==> config.mk <==
export PLATFORM = sky130hd
export DESIGN_NAME = gem_tx_top
export DESIGN_NICKNAME = d
export VERILOG_FILES = /design/src/source/link_ctrl_pkg.sv /design/src/source/tx_frame_pkg.sv /design/src/source/gem_tx_top.sv /design/src/source/link_ctrl.sv /design/src/source/tx_framer.sv /design/src/source/tx_word_buffer.sv
export SDC_FILE = /design/constraint.sdc
export NUM_CORES = 1
export LEC_CHECK = 0
export BUFFER_PORTS_ARGS = -buffer_cell sky130_fd_sc_hd__buf_2
export CAP_MARGIN = 20
export CORE_ASPECT_RATIO = 1.75
export CORE_UTILIZATION = 30
export CTS_BUF_LIST = sky130_fd_sc_hd__clkbuf_16
export DETAILED_ROUTE_END_ITERATION = 8
export GPL_ROUTABILITY_DRIVEN = 0
export GPL_TIMING_DRIVEN = 0
export PLACE_DENSITY_LB_ADDON = 0.2
export SETUP_SLACK_MARGIN = 0.2
export SLEW_MARGIN = 5
export SYNTH_ARGS = -nofsm -noshare
export SYNTH_HDL_FRONTEND = slang
export SYNTH_SLANG_ARGS = --single-unit
==> constraint.sdc <==
create_clock -name clock_40 -period 4.1 [get_ports clock_40]
set_input_delay 0.205 -clock clock_40 [delete_from_list [all_inputs] [get_ports clock_40]]
set_output_delay 0.205 -clock clock_40 [all_outputs]
set_load 0.005 [all_outputs]
==> src/source/link_ctrl_pkg.sv <==
package link_ctrl_pkg;

   // ------------------------------
   // Startup sequence
   // ------------------------------

   // Scaled far down from the hardware values so simulation stays short
   localparam int STARTUP_HOLD_CYCLES = 64;   // Link held in reset
   localparam int LINK_RESET_CYCLES   = 32;   // Transceiver reset pulse

   // Shared step count, must hold the longer of the two phases
   typedef logic [$clog2(STARTUP_HOLD_CYCLES)-1:0] startup_cnt_t;

   typedef enum logic [1:0] {
      STARTUP_HOLD,                           // Waiting after reset release
      LINK_RESET,                             // Transceiver TX reset
      LINK_UP                                 // Framer may send
   } startup_state_e;

   // ------------------------------
   // Ready timer
   // ------------------------------

   typedef logic [7:0] ready_cnt_t;

   // Cycles of clean link_up before ready is reported
   localparam ready_cnt_t READY_CNT_MAX = 8'd255;

endpackage

==> src/source/tx_frame_pkg.sv <==
package tx_frame_pkg;

   // ------------------------------
   // Widths with a meaning
   // ------------------------------

   typedef logic [55:0] cluster_data_t;    // Eight GEM clusters, 7 bits each
   typedef logic [15:0] link_word_t;       // One link word per clock_40 cycle
   typedef logic [1:0]  char_is_k_t;       // K flag per byte, bit 0 is the low byte
   typedef logic [1:0]  bxn_lsb_t;         // Bunch-crossing LSBs
   typedef logic [7:0]  k_char_t;          // One 8b10b K character

   localparam int FRAME_LEN    = 4;        // Link words per cluster word
   localparam int TX_BUF_DEPTH = 4;        // Buffer entries, also the initial credit count
   localparam int BUF_PTR_W    = $clog2(TX_BUF_DEPTH);

   typedef logic [$clog2(FRAME_LEN)-1:0] frame_idx_t;   // Word slot inside a frame
   typedef logic [BUF_PTR_W-1:0]         buf_ptr_t;
   typedef logic [BUF_PTR_W:0]           buf_cnt_t;     // Holds 0 up to TX_BUF_DEPTH

   // One buffered entry, 61 bits
   typedef struct packed {
      cluster_data_t data;
      logic          overflow;             // More than 8 clusters found
      logic          bc0;
      logic          resync;
      bxn_lsb_t      bxn_lsbs;
   } gem_word_s;

   // What goes to the transceiver each cycle
   typedef struct packed {
      link_word_t data;
      char_is_k_t isk;
   } tx_link_s;

   // ------------------------------
   // K-codes
   // ------------------------------

   localparam k_char_t K_BC0      = 8'h1C; // K.28.0
   localparam k_char_t K_RESYNC   = 8'h3C; // K.28.1
   localparam k_char_t K_OVERFLOW = 8'hFE; // K.30.7
   localparam k_char_t K_SEP0     = 8'hBC; // K.28.5
   localparam k_char_t K_SEP1     = 8'hF7; // K.23.7
   localparam k_char_t K_SEP2     = 8'hFB; // K.27.7
   localparam k_char_t K_SEP3     = 8'hFD; // K.29.7

   localparam char_is_k_t ISK_SEP  = 2'b01;  // Separator in the low byte
   localparam char_is_k_t ISK_DATA = 2'b00;

   // Comma pattern sent while the link is down
   localparam tx_link_s IDLE_LINK_WORD = '{data: 16'hFFFC, isk: ISK_SEP};

endpackage

==> src/source/gem_tx_top.sv <==
`timescale 1ns/1ps

module gem_tx_top import tx_frame_pkg::*, link_ctrl_pkg::*; (
   input  logic      clock_40,
   input  logic      rst_n_i,
   input  logic      word_valid_i,       // Costs the sender one credit
   input  gem_word_s word_i,
   input  logic      force_not_ready_i,
   output logic      credit_o,           // One credit returned per pulse
   output tx_link_s  tx_o,               // Lane 0 link word
   output logic      link_up_o,
   output logic      ready_o
);

   gem_word_s buf_head;                  // Buffer head seen by the framer
   logic      buf_not_empty;
   logic      framer_pop;

   // ------------------------------
   // Link control
   // ------------------------------

   link_ctrl u_link_ctrl (
      .clock_40          (clock_40),
      .rst_n_i           (rst_n_i),
      .force_not_ready_i (force_not_ready_i),
      .link_up_o         (link_up_o),
      .ready_o           (ready_o)
   );

   // ------------------------------
   // Buffer and framer
   // ------------------------------

   tx_word_buffer u_tx_word_buffer (
      .clock_40     (clock_40),
      .rst_n_i      (rst_n_i),
      .word_valid_i (word_valid_i),
      .word_i       (word_i),
      .pop_i        (framer_pop),
      .head_o       (buf_head),
      .not_empty_o  (buf_not_empty),
      .credit_o     (credit_o)
   );

   tx_framer u_tx_framer (
      .clock_40    (clock_40),
      .rst_n_i     (rst_n_i),
      .link_up_i   (link_up_o),          // Steered by link control
      .head_i      (buf_head),
      .not_empty_i (buf_not_empty),
      .pop_o       (framer_pop),
      .tx_o        (tx_o)
   );

endmodule

==> src/source/link_ctrl.sv <==
`timescale 1ns/1ps

module link_ctrl import link_ctrl_pkg::*; (
   input  logic clock_40,
   input  logic rst_n_i,
   input  logic force_not_ready_i,    // Clears the ready timer while high
   output logic link_up_o,            // Framer may send data
   output logic ready_o               // Link stable for READY_CNT_MAX cycles
);

   startup_state_e state;
   startup_cnt_t   step_cnt;          // Shared by both timed phases
   ready_cnt_t     ready_cnt;

   // ------------------------------
   // Startup sequencer
   // ------------------------------

   // Stands in for the transceiver reset sequence
   always_ff @(posedge clock_40 or negedge rst_n_i) begin
      if (!rst_n_i) begin
         state    <= STARTUP_HOLD;
         step_cnt <= '0;
      end else begin
         case (state)
            STARTUP_HOLD: begin
               if (step_cnt == startup_cnt_t'(STARTUP_HOLD_CYCLES - 1)) begin
                  state    <= LINK_RESET;
                  step_cnt <= '0;      // Restart for the reset phase
               end else begin
                  step_cnt <= step_cnt + 1'b1;
               end
            end
            LINK_RESET: begin
               if (step_cnt == startup_cnt_t'(LINK_RESET_CYCLES - 1)) begin
                  state    <= LINK_UP;
                  step_cnt <= '0;
               end else begin
                  step_cnt <= step_cnt + 1'b1;
               end
            end
            LINK_UP: begin
               step_cnt <= '0;         // Parked until the next reset
            end
            default: begin
               state    <= STARTUP_HOLD;
               step_cnt <= '0;
            end
         endcase
      end
   end

   assign link_up_o = (state == LINK_UP);

   // ------------------------------
   // Ready timer
   // ------------------------------

   // Saturating count of clean link cycles
   always_ff @(posedge clock_40 or negedge rst_n_i) begin
      if (!rst_n_i) begin
         ready_cnt <= '0;
      end else if (!link_up_o || force_not_ready_i) begin
         ready_cnt <= '0;              // Start over
      end else if (ready_cnt != READY_CNT_MAX) begin
         ready_cnt <= ready_cnt + 1'b1;
      end
   end

   assign ready_o = (ready_cnt == READY_CNT_MAX); // Stays high at saturation

   // Ready must never be reported on a link that is not up
   a_ready_needs_link : assert property (
      @(posedge clock_40) disable iff (!rst_n_i)
      ready_o |-> link_up_o
   ) else $error("ready_o high while link_up_o is low");

endmodule

==> src/source/tx_framer.sv <==
`timescale 1ns/1ps

module tx_framer import tx_frame_pkg::*; (
   input  logic      clock_40,
   input  logic      rst_n_i,
   input  logic      link_up_i,       // From link control
   input  gem_word_s head_i,          // Show-ahead buffer head
   input  logic      not_empty_i,
   output logic      pop_o,
   output tx_link_s  tx_o             // Registered link word
);

   frame_idx_t    frame_idx;          // Slot of the word sent next
   gem_word_s     frame_word;         // Word that starts a frame, zero when idle
   cluster_data_t held_data;          // Payload for words 1 to 3
   k_char_t       sep;

   // ------------------------------
   // Frame counter
   // ------------------------------

   always_ff @(posedge clock_40 or negedge rst_n_i) begin
      if (!rst_n_i) begin
         frame_idx <= '0;
      end else if (!link_up_i) begin
         frame_idx <= '0;                      // Held at the frame start
      end else if (frame_idx == frame_idx_t'(FRAME_LEN - 1)) begin
         frame_idx <= '0;
      end else begin
         frame_idx <= frame_idx + 1'b1;
      end
   end

   // One word taken per frame, at the frame start only
   assign pop_o      = link_up_i && (frame_idx == '0) && not_empty_i;
   assign frame_word = not_empty_i ? head_i : '0;  // Empty buffer gives an idle frame

   // ------------------------------
   // Separator choice
   // ------------------------------

   // TTC characters win over overflow, else the bunch-crossing cycle code
   always_comb begin
      if (frame_word.bc0) begin
         sep = K_BC0;
      end else if (frame_word.resync) begin
         sep = K_RESYNC;
      end else if (frame_word.overflow) begin
         sep = K_OVERFLOW;
      end else begin
         case (frame_word.bxn_lsbs)
            2'd0:    sep = K_SEP0;
            2'd1:    sep = K_SEP1;
            2'd2:    sep = K_SEP2;
            default: sep = K_SEP3;
         endcase
      end
   end

   // Keep the payload for the rest of the frame
   always_ff @(posedge clock_40) begin
      if (link_up_i && (frame_idx == '0)) begin
         held_data <= frame_word.data;
      end
   end

   // ------------------------------
   // Link word register
   // ------------------------------

   always_ff @(posedge clock_40 or negedge rst_n_i) begin
      if (!rst_n_i) begin
         tx_o <= IDLE_LINK_WORD;
      end else if (!link_up_i) begin
         tx_o <= IDLE_LINK_WORD;               // Commas until the link is up
      end else begin
         case (frame_idx)
            2'd0:    tx_o <= '{data: {frame_word.data[7:0], sep}, isk: ISK_SEP};
            2'd1:    tx_o <= '{data: held_data[23:8],  isk: ISK_DATA};
            2'd2:    tx_o <= '{data: held_data[39:24], isk: ISK_DATA};
            default: tx_o <= '{data: held_data[55:40], isk: ISK_DATA};
         endcase
      end
   end

   // Pops stay a whole frame apart, so each one lands on slot 0
   a_pop_frame_start : assert property (
      @(posedge clock_40) disable iff (!rst_n_i)
      pop_o |=> !pop_o ##1 !pop_o ##1 !pop_o
   ) else $error("Pop outside frame slot 0");

endmodule

==> src/source/tx_word_buffer.sv <==
`timescale 1ns/1ps

module tx_word_buffer import tx_frame_pkg::*; (
   input  logic      clock_40,
   input  logic      rst_n_i,
   input  logic      word_valid_i,    // Sender spends one credit
   input  gem_word_s word_i,
   input  logic      pop_i,           // Framer takes the head entry
   output gem_word_s head_o,          // Show-ahead head entry
   output logic      not_empty_o,
   output logic      credit_o         // One pulse per freed entry
);

   gem_word_s mem [TX_BUF_DEPTH];     // Payload only, no reset
   buf_ptr_t  wr_ptr;
   buf_ptr_t  rd_ptr;
   buf_cnt_t  count;                  // Occupied entries
   logic      full;
   logic      wr_en;
   logic      rd_en;

   // ------------------------------
   // Flags and strobes
   // ------------------------------

   assign full        = (count == buf_cnt_t'(TX_BUF_DEPTH));
   assign not_empty_o = (count != '0);
   assign wr_en       = word_valid_i && !full;  // A write into a full buffer is dropped
   assign rd_en       = pop_i && not_empty_o;
   assign head_o      = mem[rd_ptr];            // Valid from the cycle after the write

   always_ff @(posedge clock_40) begin
      if (wr_en) begin
         mem[wr_ptr] <= word_i;
      end
   end

   // ------------------------------
   // Pointers, count and credits
   // ------------------------------

   always_ff @(posedge clock_40 or negedge rst_n_i) begin
      if (!rst_n_i) begin
         wr_ptr   <= '0;
         rd_ptr   <= '0;
         count    <= '0;
         credit_o <= 1'b0;
      end else begin
         if (wr_en) wr_ptr <= wr_ptr + 1'b1;   // Depth is a power of two, wraps
         if (rd_en) rd_ptr <= rd_ptr + 1'b1;
         case ({wr_en, rd_en})
            2'b10:   count <= count + 1'b1;
            2'b01:   count <= count - 1'b1;
            default: count <= count;          // Both or neither
         endcase
         credit_o <= rd_en;                    // High the cycle after the pop edge
      end
   end

   // Sender obeys its credits, so the buffer can never be full at a write
   a_no_write_full : assert property (
      @(posedge clock_40) disable iff (!rst_n_i)
      word_valid_i |-> !full
   ) else $error("Write into a full buffer, sender ignored its credits");

   // Framer only pops what is there
   a_no_pop_empty : assert property (
      @(posedge clock_40) disable iff (!rst_n_i)
      pop_i |-> not_empty_o
   ) else $error("Pop from an empty buffer");

endmodule
## Yosys cells after proc, flatten, opt, wreduce, memory -nomap -nowiden

Memory sizes are Yosys's and may differ from the RTL's.
Index checks and enable logic that the tools add are counted.

- Output and inout port bits: 21
- Word-level logic and storage cells: 70
- RAM bits: 244
- Memories: 1
- Register bits: 92
- Input bits: 65

Memories:

| memory | words | width | read ports | clocked after memory_dff | wr ports | line | text |
|---|---|---|---|---|---|---|---|
| u_tx_word_buffer.mem | 4 | 61 | 1 | 0 | 1 | tx_word_buffer.sv:14 | `gem_word_s mem [TX_BUF_DEPTH];` |

- Mux-type cells: 20
- Eq/ne operators: 16
- Add/subtract/negate cells: 7
- Reduce and logical (&&, ||, !) cells: 14
- Bitwise gates (word level): 1

Operators by type and width:

| kind | number |
|---|---|
| 18-bit one-hot mux with 3 select lines | 1 |
| 8-bit two-way mux | 5 |
| 7-bit one-hot mux with 3 select lines | 1 |
| 18-bit two-way mux | 1 |
| 13-bit two-way mux | 1 |
| 6-bit two-way mux | 2 |
| 6-bit one-hot mux with 2 select lines | 1 |
| 2-bit equality test, second input constant | 5 |
| 8-bit by 1-bit adder with 8-bit output, second input constant | 1 |
| 2-bit by 1-bit equality test with 1-bit output, second input constant | 4 |
| 8-bit equality test, second input constant | 1 |
| 2-bit two-way mux | 4 |
| 8-bit inequality test, second input constant | 1 |
| 2-bit by 1-bit adder with 2-bit output, second input constant | 3 |
| 6-bit by 1-bit adder with 6-bit output, second input constant | 1 |
| 6-bit by 5-bit equality test with 1-bit output, second input constant | 1 |
| 6-bit equality test, second input constant | 1 |
| 2-bit logical NOT | 3 |
| 2-bit one-hot mux with 3 select lines | 1 |
| 3-bit one-hot mux with 2 select lines | 1 |
| 1-bit logical AND | 4 |
| 2-bit by 1-bit inequality test with 1-bit output, second input constant | 2 |
| 2-bit nonzero test | 2 |
| 3-bit by 1-bit adder with 3-bit output, second input constant | 1 |
| 8 further kinds | 10 |

## Logic depth before layout (Yosys ltp)

Gate-level depths: netlist (run 1).

- Word-level depth: 9
- Gate-level depth with buffers: 10
- Depth with buffers taken out: 9

## Hierarchy

A second synthesis (run 1) with hierarchy kept.

- Cells, all modules: 656
- Area, all modules: 13,071.3 µm²

Modules (own cells, without submodules):

| module | seq. area each (µm²) | times used | cells each | area an instance (µm²) |
|---|---|---|---|---|
| tx_word_buffer | 7,527.2 | 1 | 357 | 9,330.2 |
| tx_framer | 1,935.6 | 1 | 219 | 2,927.8 |
| link_ctrl | 400.4 | 1 | 80 | 813.3 |

## Worst setup path after synthesis (run 1)

Ideal clock, no wire load.

- Kind: register to register
- From: register u_tx_word_buffer.count[0]
- To: memory u_tx_word_buffer.mem[0][0] in the netlist's numbering, enable pin
- Period minus slack after synthesis: 2.765 ns
- Required time: 3.675 ns
- Cell stages (with the launch flop): 4
- Data arrival time: 2.340 ns
- Slack: 1.335 ns
- Path through: dfrtp_1 > inv_1 > a31oi_1 > and2_1

- Cells in the longest elaborated chain, start to end: 5

RTL lines:

| element | line | text |
|---|---|---|
| start: declaration | tx_word_buffer.sv:17 | `buf_cnt_t count;` |
| start signal: assignment | tx_word_buffer.sv:52 | `2'b10: count <= count + 1'b1;` |
| start signal: assignment | tx_word_buffer.sv:53 | `2'b01: count <= count - 1'b1;` |
| start signal: assignment | tx_word_buffer.sv:54 | `default: count <= count;` |
| 3-bit equality test | tx_word_buffer.sv:26 | `assign full = (count == buf_cnt_t'(TX_BUF_DEPTH));` |
| 1-bit logical NOT | tx_word_buffer.sv:28 | `assign wr_en = word_valid_i && !full;` |
| 1-bit logical AND | tx_word_buffer.sv:28 |  |
| 1-bit two-way mux | tx_word_buffer.sv:33 | `if (wr_en) begin` |
| 1-bit two-way mux (not written as such) | tx_word_buffer.sv:34 | `mem[wr_ptr] <= word_i;` |
| end: declaration | tx_word_buffer.sv:14 |  |

No other way between the ends.

## Worst setup path after layout (run 1)

- From: register u_tx_word_buffer.rd_ptr[1]
- To: register, netlist name u_tx_framer.tx_o[3]

- Cells in the longest elaborated chain, start to end: 9

RTL lines:

| element | line | text |
|---|---|---|
| start: declaration | tx_word_buffer.sv:16 | `buf_ptr_t rd_ptr;` |
| start signal: assignment | tx_word_buffer.sv:50 | `if (rd_en) rd_ptr <= rd_ptr + 1'b1;` |
| memory 4 x 61 bit (*) | n/a |  |
| 13-bit two-way mux (*) | tx_framer.sv:36 | `assign frame_word = not_empty_i ? head_i : '0;` |
| 2-bit equality test (tied with other cells) | tx_framer.sv:51 | `case (frame_word.bxn_lsbs)` |
| 7-bit one-hot mux with 3 select lines | tx_framer.sv:51 |  |
| 8-bit two-way mux | tx_framer.sv:48 | `end else if (frame_word.overflow) begin` |
| 8-bit two-way mux | tx_framer.sv:46 | `end else if (frame_word.resync) begin` |
| 8-bit two-way mux (*) | tx_framer.sv:44 | `if (frame_word.bc0) begin` |
| 18-bit one-hot mux with 3 select lines (*) | tx_framer.sv:77 | `case (frame_idx)` |
| 18-bit two-way mux (*) | tx_framer.sv:74 | `end else if (!link_up_i) begin` |

Every way passes the cells marked *; elsewhere a longest branch is shown, timed or not.
A chain may end at the register's enable or synchronous reset.

==> results of run 1 <==
[cells by family (layout without fill, tap and decap cells)]
logic type               after synthesis  after routing  share of synthesized area (%)
AO/OA/AOI/OAI                         61             61                          3.475
XOR/XNOR                              12             12                         0.8130
adder cells (fa/ha/maj)               16             16                          1.607
buffers and inverters                 51            263                          1.674
flip-flops                           335            335                          76.30
multiplexers                          67             67                          10.92
other                                  1              1                        0.02901
AND/OR/NAND/NOR                      127            127                          5.188
[what timing repair did]
action	in CTS	in global routing
endpoints found under the hold margin	272	0
gates resized for setup	0	0
hold buffers	62	0
[state kept, by name, summed over array words and instances (netlist names)]
signal	count
u_tx_word_buffer.credit_o	1
u_tx_word_buffer.mem	244
u_link_ctrl.state	2
u_tx_framer.frame_idx	2
u_tx_word_buffer.wr_ptr	2
u_link_ctrl.step_cnt	6
u_tx_framer.tx_o	17
u_link_ctrl.ready_cnt	8
u_tx_word_buffer.count	3
u_tx_word_buffer.rd_ptr	2
u_tx_framer.held_data	48
[critical path, delay by kind of cell, from the launching register on]
| family | cells | cell delay (ps) |
|---|---|---|
| AOI/OAI and AO/OA | 3 | 710 |
| muxes | 1 | 380 |
| DFF | 1 | 320 |
| buffers and inverters | 2 | 1020 |
| adders and majority gates | 1 | 330 |
[stage by stage]
| stage | utilization, % | power (mW) | instances |
|---|---|---|---|
| after CTS | 37.41 | 8.794 | 1442 |
| final | 37.45 | 8.641 | 1443 |
| after floorplan | - | 5.081 | 670 |
| after detailed placement | 33.34 | 5.603 | 1320 |
| after global routing | 37.45 | 9.002 | 1443 |
| after global placement | 33.03 | 5.567 | 1315 |
[synthesized netlist by cell type (4+ instances only)]
master / number / area share [%]
mux2i_1: 6 / 0.46
nor2_1: 27 / 0.78
a21oi_1: 4 / 0.15
a22o_1: 8 / 0.54
nand3_1: 9 / 0.35
xnor2_1: 5 / 0.34
dfrtp_1: 28 / 5.4
o21ai_0: 14 / 0.54
buf_2: 8 / 0.31
edfxtp_1: 292 / 68
dfstp_2: 15 / 3.0
mux4_2: 59 / 10
nor3_1: 5 / 0.19
inv_1: 17 / 0.49
nand2_1: 17 / 0.49
xor2_1: 7 / 0.47
ha_1: 15 / 1.5
and2_1: 56 / 2.7
a211oi_1: 11 / 0.64
clkbuf_1: 23 / 0.67
[worst paths after layout]
path	from	endpoint	slack (ps)	cells after the start
max	u_tx_word_buffer.rd_ptr[1]$_DFFE_PN0P_	u_tx_framer.tx_o[3]$_DFF_PN0_	1210	7
min	rst_n_i	u_link_ctrl.ready_cnt[6]$_DFFE_PN0P_	110	2
max reg2reg	u_tx_word_buffer.rd_ptr[1]$_DFFE_PN0P_	u_tx_framer.tx_o[3]$_DFF_PN0_	1210	7
min reg2reg	u_link_ctrl.step_cnt[0]$_DFF_PN0_	u_link_ctrl.step_cnt[0]$_DFF_PN0_	490	1
max in group asynchronous	rst_n_i	u_tx_framer.tx_o[16]$_DFF_PN1_	3450	3
min in group clock_40	word_valid_i	u_tx_word_buffer.wr_ptr[0]$_DFFE_PN0P_	160	4
[power by group]
group | switching, mW | total (mW) | internal (mW)
clock | 1.30 | 3.12 | 1.81
combinational | 0.698 | 1.12 | 0.422
sequential | 0.100 | 4.40 | 4.30
total | 2.10 | 8.64 | 6.54
[final cells by class]
| class | count | share of cell area [%] |
|---|---|---|
| inverters | 17 | 0.4005 |
| clock inverters | 25 | 1.461 |
| well taps | 561 | 4.406 |
| repair buffers | 152 | 7.429 |
| flip-flops and latches | 335 | 61.91 |
| multi-input cells | 284 | 17.94 |
| plain buffers | 34 | 0.9581 |
| clock buffers | 35 | 5.497 |
[per-layer routing]
layer	global-route usage, %	vias to the layer above	routed length [um]
met5	0	-	0
met4	5.202	0	887
met3	2.112	50	973
met2	25.44	124	16040
met1	14.88	3342	10830
li1	-	3001	-
==> flow_summary_export.csv, run 1 <==
group,metric,value,unit
synth,synth_area_per_cell,19.29,sq um
synth,syn_area,12930,sq um
routing,vias,6517,
cells_and_area,layout_common_cells,"edfxtp_1, buf_2, dlygate4sd3_1",
clock_tree,clkTransAtPathRegs,60,ps
pwr,power_density,542.3,nW/um^2
grt,antenna_found_initial,0,
worst_setup_path,cp_slowest_stage_delay,600,ps
cells_and_area,nets,939,
floorplanning,io_pins,86,
timing,rsz0062_at_grt,"false",
synth,synth.distinct_cells,46,
floorplanning,die_w,158.9,um
timing,slew_headroom,47.41,%
routing,dr.pass1.iters,4,
timing,tightestPinTransition,788.8,ps
worst_hold_path,hp-class,"in -> async",
worst_setup_path,required,4470,ps
floorplanning,core_area,42540,sq um
placement,placedInstanceArea,14180,sq um
worst_setup_path,endpoint_kind,"flop",
timing,fin_tns_setup,0,ps
timing,fmax,346.0,MHz
cells_and_area,multi_input_area,2859,sq um
synth,yosys_warnings,0,
clock_tree,clk_latency,510,ps
routing,drt_iter0_markers,334,
pwr,p_leak,5.368,nW
floorplanning,start_util,30.39,%
cells_and_area,final_common_cell,"edfxtp_1",
timing,skew,11.24,ps
synth,synth_edf_count,292,
routing,drc_errors,0,
clock_tree,htree_levels,2,
clock_tree,cts_sinks,335,
worst_setup_path,crit_top_cell,"o211ai_1",
synth,synth-main-ff-cell,"edfxtp_1",
placement,dp_hpwl,19400,um
synth,synth-async-reset-ratio,12.84,%
cells_and_area,antenna_cells,0,
cells_and_area,final_area,15930,sq um
worst_setup_path,crit_type,"reg -> reg",
grt,gr-usage-all-layers,13.44,%
cells_and_area,ff_latch_area,9863,sq um
placement,dp_slack,1122,ps
worst_setup_path,path_max_fanout,10,
timing,period_share,70.50,%
routing,wire_per_inst,19.91,um
floorplanning,rows,100,
pwr,ir_worst_vdd,0.2999,mV
run,cap_violations,0,
run_status,status,"finished, final reports clean",
grt,grt_pass1_wl,43750,um
synth,seq_area_frac_synth,76.30,%
synth,synth_cells,670,
timing,slew_viol_final,0,
routing,ant_nets,0,
synth,syn_nets,751,
routing,routed_wl,28740,um
cells_and_area,drive_above_1_share,26.87,%
cells_and_area,fillers,4002,
worst_setup_path,start_kind,"flop",
clock_tree,cts_setup_buffers,0,
clock_tree,clockBufferDepth,3,
grt,first_global_vias,6932,
timing,worst_slack,1210,ps
worst_setup_path,path_cells,"clkbuf_1 > buf_2 > mux2_2 > o211ai_1 > ha_1 > o211ai_1 > a221oi_2",
floorplanning,fp.dieH,276.6,um
timing,timing.hold.ws,114.5,ps
timing,finalCriticalPeriod,2890,ps
synth,synth_seq_cells,335,
timing,setup_viol,0,
placement,io_buffers,84,
floorplanning,dieArea,43960,sq um
timing,hold_violations,0,
clock_tree,numCtsBuffers,34,
clock_tree,cts_root_buf,"clkbuf_16",
grt,overflow,0,
worst_setup_path,cp.arrival,3260,ps
cells_and_area,area_growth_syn_to_layout,23.25,%
routing,avgViaCountPerCell,4.516,
worst_setup_path,slowest_stage,"clkbuf_1",
grt,grt_start_max_net_pins,44,
clock_tree,cts_tree,"built",
No activity file was read; power rests on OpenSTA's default activity.
==> inputs of run 2 (changes only) <==
==> constraint.sdc (replaced) <==
create_clock -name clock_40 -period 2.9 [get_ports clock_40]
set_input_delay 0.145 -clock clock_40 [delete_from_list [all_inputs] [get_ports clock_40]]
set_output_delay 0.145 -clock clock_40 [all_outputs]
set_load 0.005 [all_outputs]
==> flow_summary_export.csv, run 2 (synthesized netlist as in run 1, its figures left out) <==
group,metric,value,unit
run_status,status,"finished, final reports clean",
cells_and_area,area_growth_syn_to_layout,23.07,%
timing,period_share,88.88,%
timing,worst_slack,322.4,ps
placement,placedInstanceArea,14170,sq um
worst_setup_path,reg2reg_from,"u_tx_word_buffer.rd_ptr[1]$_DFFE_PN0P_",
worst_setup_path,ff2ff_setup_slack,320,ps
worst_setup_path,reg2reg_to,"u_tx_framer.tx_o[3]$_DFF_PN0_",
routing,ant_nets,0,
cells_and_area,largestRegisters,"u_tx_word_buffer.mem (244), u_tx_framer.held_data (48), u_tx_framer.tx_o (17)",
cells_and_area,drive_above_1_share,27.26,%
grt,overflow,0,
cells_and_area,final_util,37.40,%
worst_setup_path,path_max_fanout,10,
floorplanning,fp.dieH,276.6,um
clock_tree,cts_sinks,335,
floorplanning,dieArea,43960,sq um
clock_tree,clk_latency,530,ps
timing,timing.hold.ws,0.6870,ps
routing,avgViaCountPerCell,4.516,
placement,dp_hpwl,19200,um
clock_tree,numCtsBuffers,35,
grt,grt_start_max_net_pins,44,
pwr,total_power,12.08,mW
routing,vias,6525,
routing,wire_per_inst,19.89,um
timing,hold_violations,0,
floorplanning,rows,100,
timing,finalCriticalPeriod,2578,ps
cells_and_area,fillers,4009,
worst_setup_path,reg2reg_depth,7,
worst_setup_path,crit_top_cell,"o211ai_1",
grt,antenna_found_initial,0,
placement,dp_slack,-91.74,ps
worst_setup_path,path_cells,"clkbuf_2 > buf_2 > mux2_2 > o211ai_1 > ha_1 > o211ai_1 > a221oi_2",
routing,drc_errors,0,
worst_hold_path,hp-class,"in -> async",
cells_and_area,largest_register,"u_tx_word_buffer.mem",
grt,gr-usage-all-layers,13.31,%
routing,dr.pass1.iters,4,
timing,slew_headroom,53.56,%
placement,io_buffers,84,
routing,routed_wl,28740,um
cells_and_area,largest_register_ffs,244,
cells_and_area,layout_common_cells,"edfxtp_1, buf_2, dlygate4sd3_1",
pwr,ir_worst_vdd,0.3477,mV
timing,rsz0062_at_grt,"false",
worst_setup_path,crit_type,"reg -> reg",
worst_setup_path,cp_slowest_stage_delay,400,ps
floorplanning,core_area,42540,sq um
clock_tree,clkTransAtPathRegs,60,ps
worst_setup_path,cp_top_family,"compound AO/OA/AOI/OAI gates",
grt,grt_pass1_wl,43350,um
worst_setup_path,required,3250,ps
floorplanning,die_w,158.9,um
run,cap_violations,0,
timing,fmax,388.0,MHz
timing,slew_viol_final,0,
worst_setup_path,cp.arrival,2930,ps
cells_and_area,nets,941,
cells_and_area,final_area,15910,sq um
routing,drt_iter0_markers,431,
timing,tightestPinTransition,693.3,ps
worst_setup_path,start_kind,"flop",
timing,skew,26.56,ps
worst_setup_path,endpoint_kind,"flop",
timing,setup_viol,0,
worst_setup_path,slowest_stage,"o211ai_1",
clock_tree,clockBufferDepth,3,
clock_tree,cts_root_buf,"clkbuf_16",
pwr,p_leak,5.374,nW
floorplanning,start_util,30.39,%
cells_and_area,antenna_cells,0,
pwr,power_density,759.5,nW/um^2
clock_tree,htree_levels,2,
floorplanning,io_pins,86,
grt,first_global_vias,7027,
clock_tree,cts_tree,"built",
worst_setup_path,cp_num_buf_inv,2,
cells_and_area,final_common_cell,"edfxtp_1",
[run 2: cell count changes in the layout (fill, tap and decap cells not counted), moves of 2 or more]
| cell | delta |
|---|---|
| buf_16 | -2 |
| inv_1 | +3 |
| buf_12 | +2 |
| clkbuf_1 | -3 |
| clkinv_1 | -2 |
| clkbuf_2 | +3 |
| bufinv_16 | -2 |
[run 2: how the worst max path moves through the flow]
stage                                                      start                                      end  depth (start not counted)
final                     u_tx_word_buffer.rd_ptr[1]$_DFFE_PN0P_            u_tx_framer.tx_o[3]$_DFF_PN0_                          7
after global routing      u_tx_word_buffer.rd_ptr[1]$_DFFE_PN0P_            u_tx_framer.tx_o[8]$_DFF_PN1_                          8
after CTS                 u_tx_word_buffer.rd_ptr[1]$_DFFE_PN0P_            u_tx_framer.tx_o[3]$_DFF_PN0_                          7
after detailed placement  u_tx_word_buffer.rd_ptr[1]$_DFFE_PN0P_            u_tx_framer.tx_o[3]$_DFF_PN0_                          7
after global placement          u_link_ctrl.state[0]$_DFFE_PN0P_  u_tx_framer.held_data[51]$_SDFFCE_PN0N_                          5
after floorplan                 u_link_ctrl.state[0]$_DFFE_PN0P_  u_tx_framer.held_data[10]$_SDFFCE_PN0N_                          5
[run 2: what timing repair did]
action | in CTS | in global routing
hold endpoints to repair | 272 | 0
setup buffers | 0 | 1
resized for setup | 2 | 2
pin swaps | 0 | 1
endpoints found under the setup margin | 5 | 3
hold buffers | 62 | 0
[run 2: worst reg2reg max path, stage by stage (launching register included)]
cell and delay [ps]:
dfrtp_1 320, clkbuf_2 320, buf_2 370, mux2_2 390
o211ai_1 400, ha_1 310, o211ai_1 220, a221oi_2 90
[run 2: per-layer routing]
layer / routed length, um / part of all wire, % / global-route usage [%]
met1: 10970 / 38 / 14.66
met2: 15960 / 56 / 25.26
met3: 954 / 3.3 / 2.067
met4: 855 / 3.0 / 5.227
met5: 0 / 0 / 0
[run 2: layout make-up]
cell class	instances	area, sq um	area share, %
plain buffers	34	156.4	0.9830
clock inverters	25	188.9	1.187
clock buffers	36	900.9	5.662
multi-input cells	284	2859	17.97
repair buffers	153	1176	7.392
inverters	17	63.81	0.4011
flip-flops and latches	335	9863	61.99
well taps	561	701.9	4.412
[run 2: power by group]
group | internal [mW] | leakage (nW) | switching, mW
combinational | 0.589 | 1.63 | 0.979
sequential | 6.09 | 3.19 | 0.141
clock | 2.44 | 0.556 | 1.84
[run 2: metrics by stage]
step / setup TNS (ps) / instances
floorplan: 0 / 670
global placement: -64810 / 1315
detailed placement: -127.1 / 1320
CTS: 0 / 1443
global route: 0 / 1445
finish: 0 / 1445
==> inputs of run 3 (changes only) <==
--- a/config.mk
+++ b/config.mk
@@ -14,6 +14,7 @@
 export GPL_ROUTABILITY_DRIVEN = 0
 export GPL_TIMING_DRIVEN = 0
 export PLACE_DENSITY_LB_ADDON = 0.2
+export RECOVER_POWER = 100
 export SETUP_SLACK_MARGIN = 0.2
 export SLEW_MARGIN = 5
 export SYNTH_ARGS = -nofsm -noshare
==> flow_summary_export.csv, run 3 (synthesized netlist as in run 1, its figures left out) <==
group,metric,value,unit
cells_and_area,finalNonFillerCells,1445,
clock_tree,cts_tree,"built",
clock_tree,numCtsBuffers,35,
timing,hold_violations,0,
cells_and_area,area_growth_syn_to_layout,22.15,%
worst_setup_path,endpoint,"u_tx_framer.tx_o[3]$_DFF_PN0_",
pwr,power_density,763.2,nW/um^2
timing,setup_viol,0,
run,cap_violations,1,
cells_and_area,nets,941,
cells_and_area,drive_above_1_share,18.21,%
grt,overflow,0,
grt,antenna_found_initial,0,
worst_hold_path,hp-class,"in -> async",
routing,drc_errors,0,
clock_tree,clkTransAtPathRegs,60,ps
run_status,status,"complete, but fails checks",
timing,fmax,390.9,MHz
timing,finalCriticalPeriod,2558,ps
routing,ant_nets,0,
grt,grt_start_max_net_pins,44,
routing,vias,6489,
routing,drt_iter0_markers,430,
floorplanning,fp.dieH,276.6,um
floorplanning,die_w,158.9,um
floorplanning,start_util,30.39,%
routing,dr.pass1.iters,4,
worst_setup_path,cp_slowest_stage_delay,390,ps
clock_tree,clk_latency,530,ps
worst_setup_path,reg2reg_depth,7,
clock_tree,cts_sinks,335,
cells_and_area,antenna_cells,0,
routing,avgViaCountPerCell,4.491,
cells_and_area,final_util,37.12,%
cells_and_area,largest_register_ffs,244,
timing,worst_slack,341.6,ps
grt,first_global_vias,7027,
floorplanning,io_pins,86,
grt,gr-usage-all-layers,13.31,%
worst_setup_path,start_kind,"flop",
timing,fin_tns_setup,0,ps
timing,skew,28.58,ps
cells_and_area,largest_register,"u_tx_word_buffer.mem",
cells_and_area,final_common_cell,"edfxtp_1",
worst_setup_path,reg2reg_to,"u_tx_framer.tx_o[3]$_DFF_PN0_",
clock_tree,clockBufferDepth,3,
timing,rsz0062_at_grt,"false",
placement,place_inst,1320,
clock_tree,htree_levels,2,
timing,timing.hold.ws,67.34,ps
timing,slew_headroom,-17.82,%
floorplanning,dieArea,43960,sq um
worst_setup_path,reg2reg_from,"u_tx_word_buffer.rd_ptr[1]$_DFFE_PN0P_",
pwr,p_leak,5.142,nW
placement,dp_hpwl,19200,um
grt,grt_pass1_wl,43350,um
worst_setup_path,path_max_fanout,10,
worst_setup_path,cp.arrival,2900,ps
pwr,ir_worst_vdd,0.3466,mV
worst_setup_path,ff2ff_setup_slack,340,ps
timing,tightestPinTransition,1767,ps
worst_setup_path,slowest_stage,"mux2_2",
clock_tree,cts_root_buf,"clkbuf_16",
worst_setup_path,required,3250,ps
worst_setup_path,path_cells,"clkbuf_2 > clkbuf_2 > mux2_2 > o211ai_1 > ha_1 > o211ai_1 > a221oi_1",
worst_setup_path,crit_type,"reg -> reg",
routing,wire_per_inst,19.83,um
timing,period_share,88.22,%
run_status,violations,"capacitance limit, slew limit",
floorplanning,rows,100,
cells_and_area,layout_common_cells,"edfxtp_1, clkbuf_1, dlygate4sd3_1",
timing,slew_viol_final,38,
floorplanning,core_area,42540,sq um
worst_setup_path,cp-startpoint,"u_tx_word_buffer.rd_ptr[1]$_DFFE_PN0P_",
placement,io_buffers,84,
placement,dp_slack,-91.74,ps
cells_and_area,largestRegisters,"u_tx_word_buffer.mem (244), u_tx_framer.held_data (48), u_tx_framer.tx_o (17)",
routing,routed_wl,28650,um
worst_setup_path,endpoint_kind,"flop",
-- run 3: cell types whose count changed in the layout (fill, tap and decap cells not counted), moves of 2 or more --
cell / before / now
a221oi_1: 2 / 4
a221oi_2: 2 / 0
and2_0: 0 / 25
and2_1: 51 / 26
buf_2: 92 / 18
clkbuf_1: 20 / 92
clkbuf_2: 3 / 5
dfstp_1: 0 / 4
dfstp_2: 15 / 11
-- run 3: where the power goes --
part	switching (mW)	total (mW)	internal, mW	leakage, nW
clock network	1.84	4.28	2.44	0.556
logic	0.980	1.54	0.563	1.40
registers	0.141	6.23	6.09	3.19
-- run 3: critical path, delay by kind of cell (launching register included) --
family,cells,cell delay [ps]
multiplexers,1,390
adder cells (fa/ha/maj),1,310
AO/OA/AOI/OAI,3,660
flip-flops,1,320
buffers and inverters,2,700
-- run 3: worst min-delay path by stage --
stage	from	endpoint	slack, ps
after floorplan	rst_n_i	u_link_ctrl.ready_cnt[0]$_DFFE_PN0P_	-150
after CTS	word_valid_i	u_tx_word_buffer.wr_ptr[0]$_DFFE_PN0P_	60
after detailed placement	word_i[47]	u_tx_word_buffer.mem[1][47]$_DFFE_PP_	360
after global placement	word_i[18]	u_tx_word_buffer.mem[2][18]$_DFFE_PP_	360
after global routing	rst_n_i	u_tx_word_buffer.rd_ptr[1]$_DFFE_PN0P_	100
final	rst_n_i	u_tx_word_buffer.rd_ptr[1]$_DFFE_PN0P_	70
-- run 3: per-stage QoR --
stage	cell area (sq um)	power (mW)
floorplan	12930	7.162
global placement	14050	7.821
detailed placement	14170	7.905
CTS	15880	12.30
global route	15790	12.56
finish	15790	12.05
-- run 3: final cells by class --
cell class | count | area [sq um]
fillers | 4049 | 26750
flip-flops and latches | 335 | 9863
multi-input cells | 284 | 2840
repair buffers | 153 | 1080
clock buffers | 36 | 900.9
well taps | 561 | 701.9
clock inverters | 25 | 188.9
plain buffers | 34 | 152.6
inverters | 17 | 63.81
-- run 3: what timing repair did --
item                                    CTS  global route
buffers inserted                          0             1
hold buffers                             62             0
pin swaps                                 0             1
endpoints found under the setup margin    5             3
hold endpoints to repair                272             0
gates resized for setup                   2             2
gates cloned                              0             0
-- run 3: metal layers --
metal  routed length (um)  global-route usage [%]  vias up
li1                     -                       -     3002
met1                10950                   14.66     3316
met2                15940                   25.26      127
met3                  901                   2.067       44
met4                  856                   5.227        0
met5                    0                       0        -
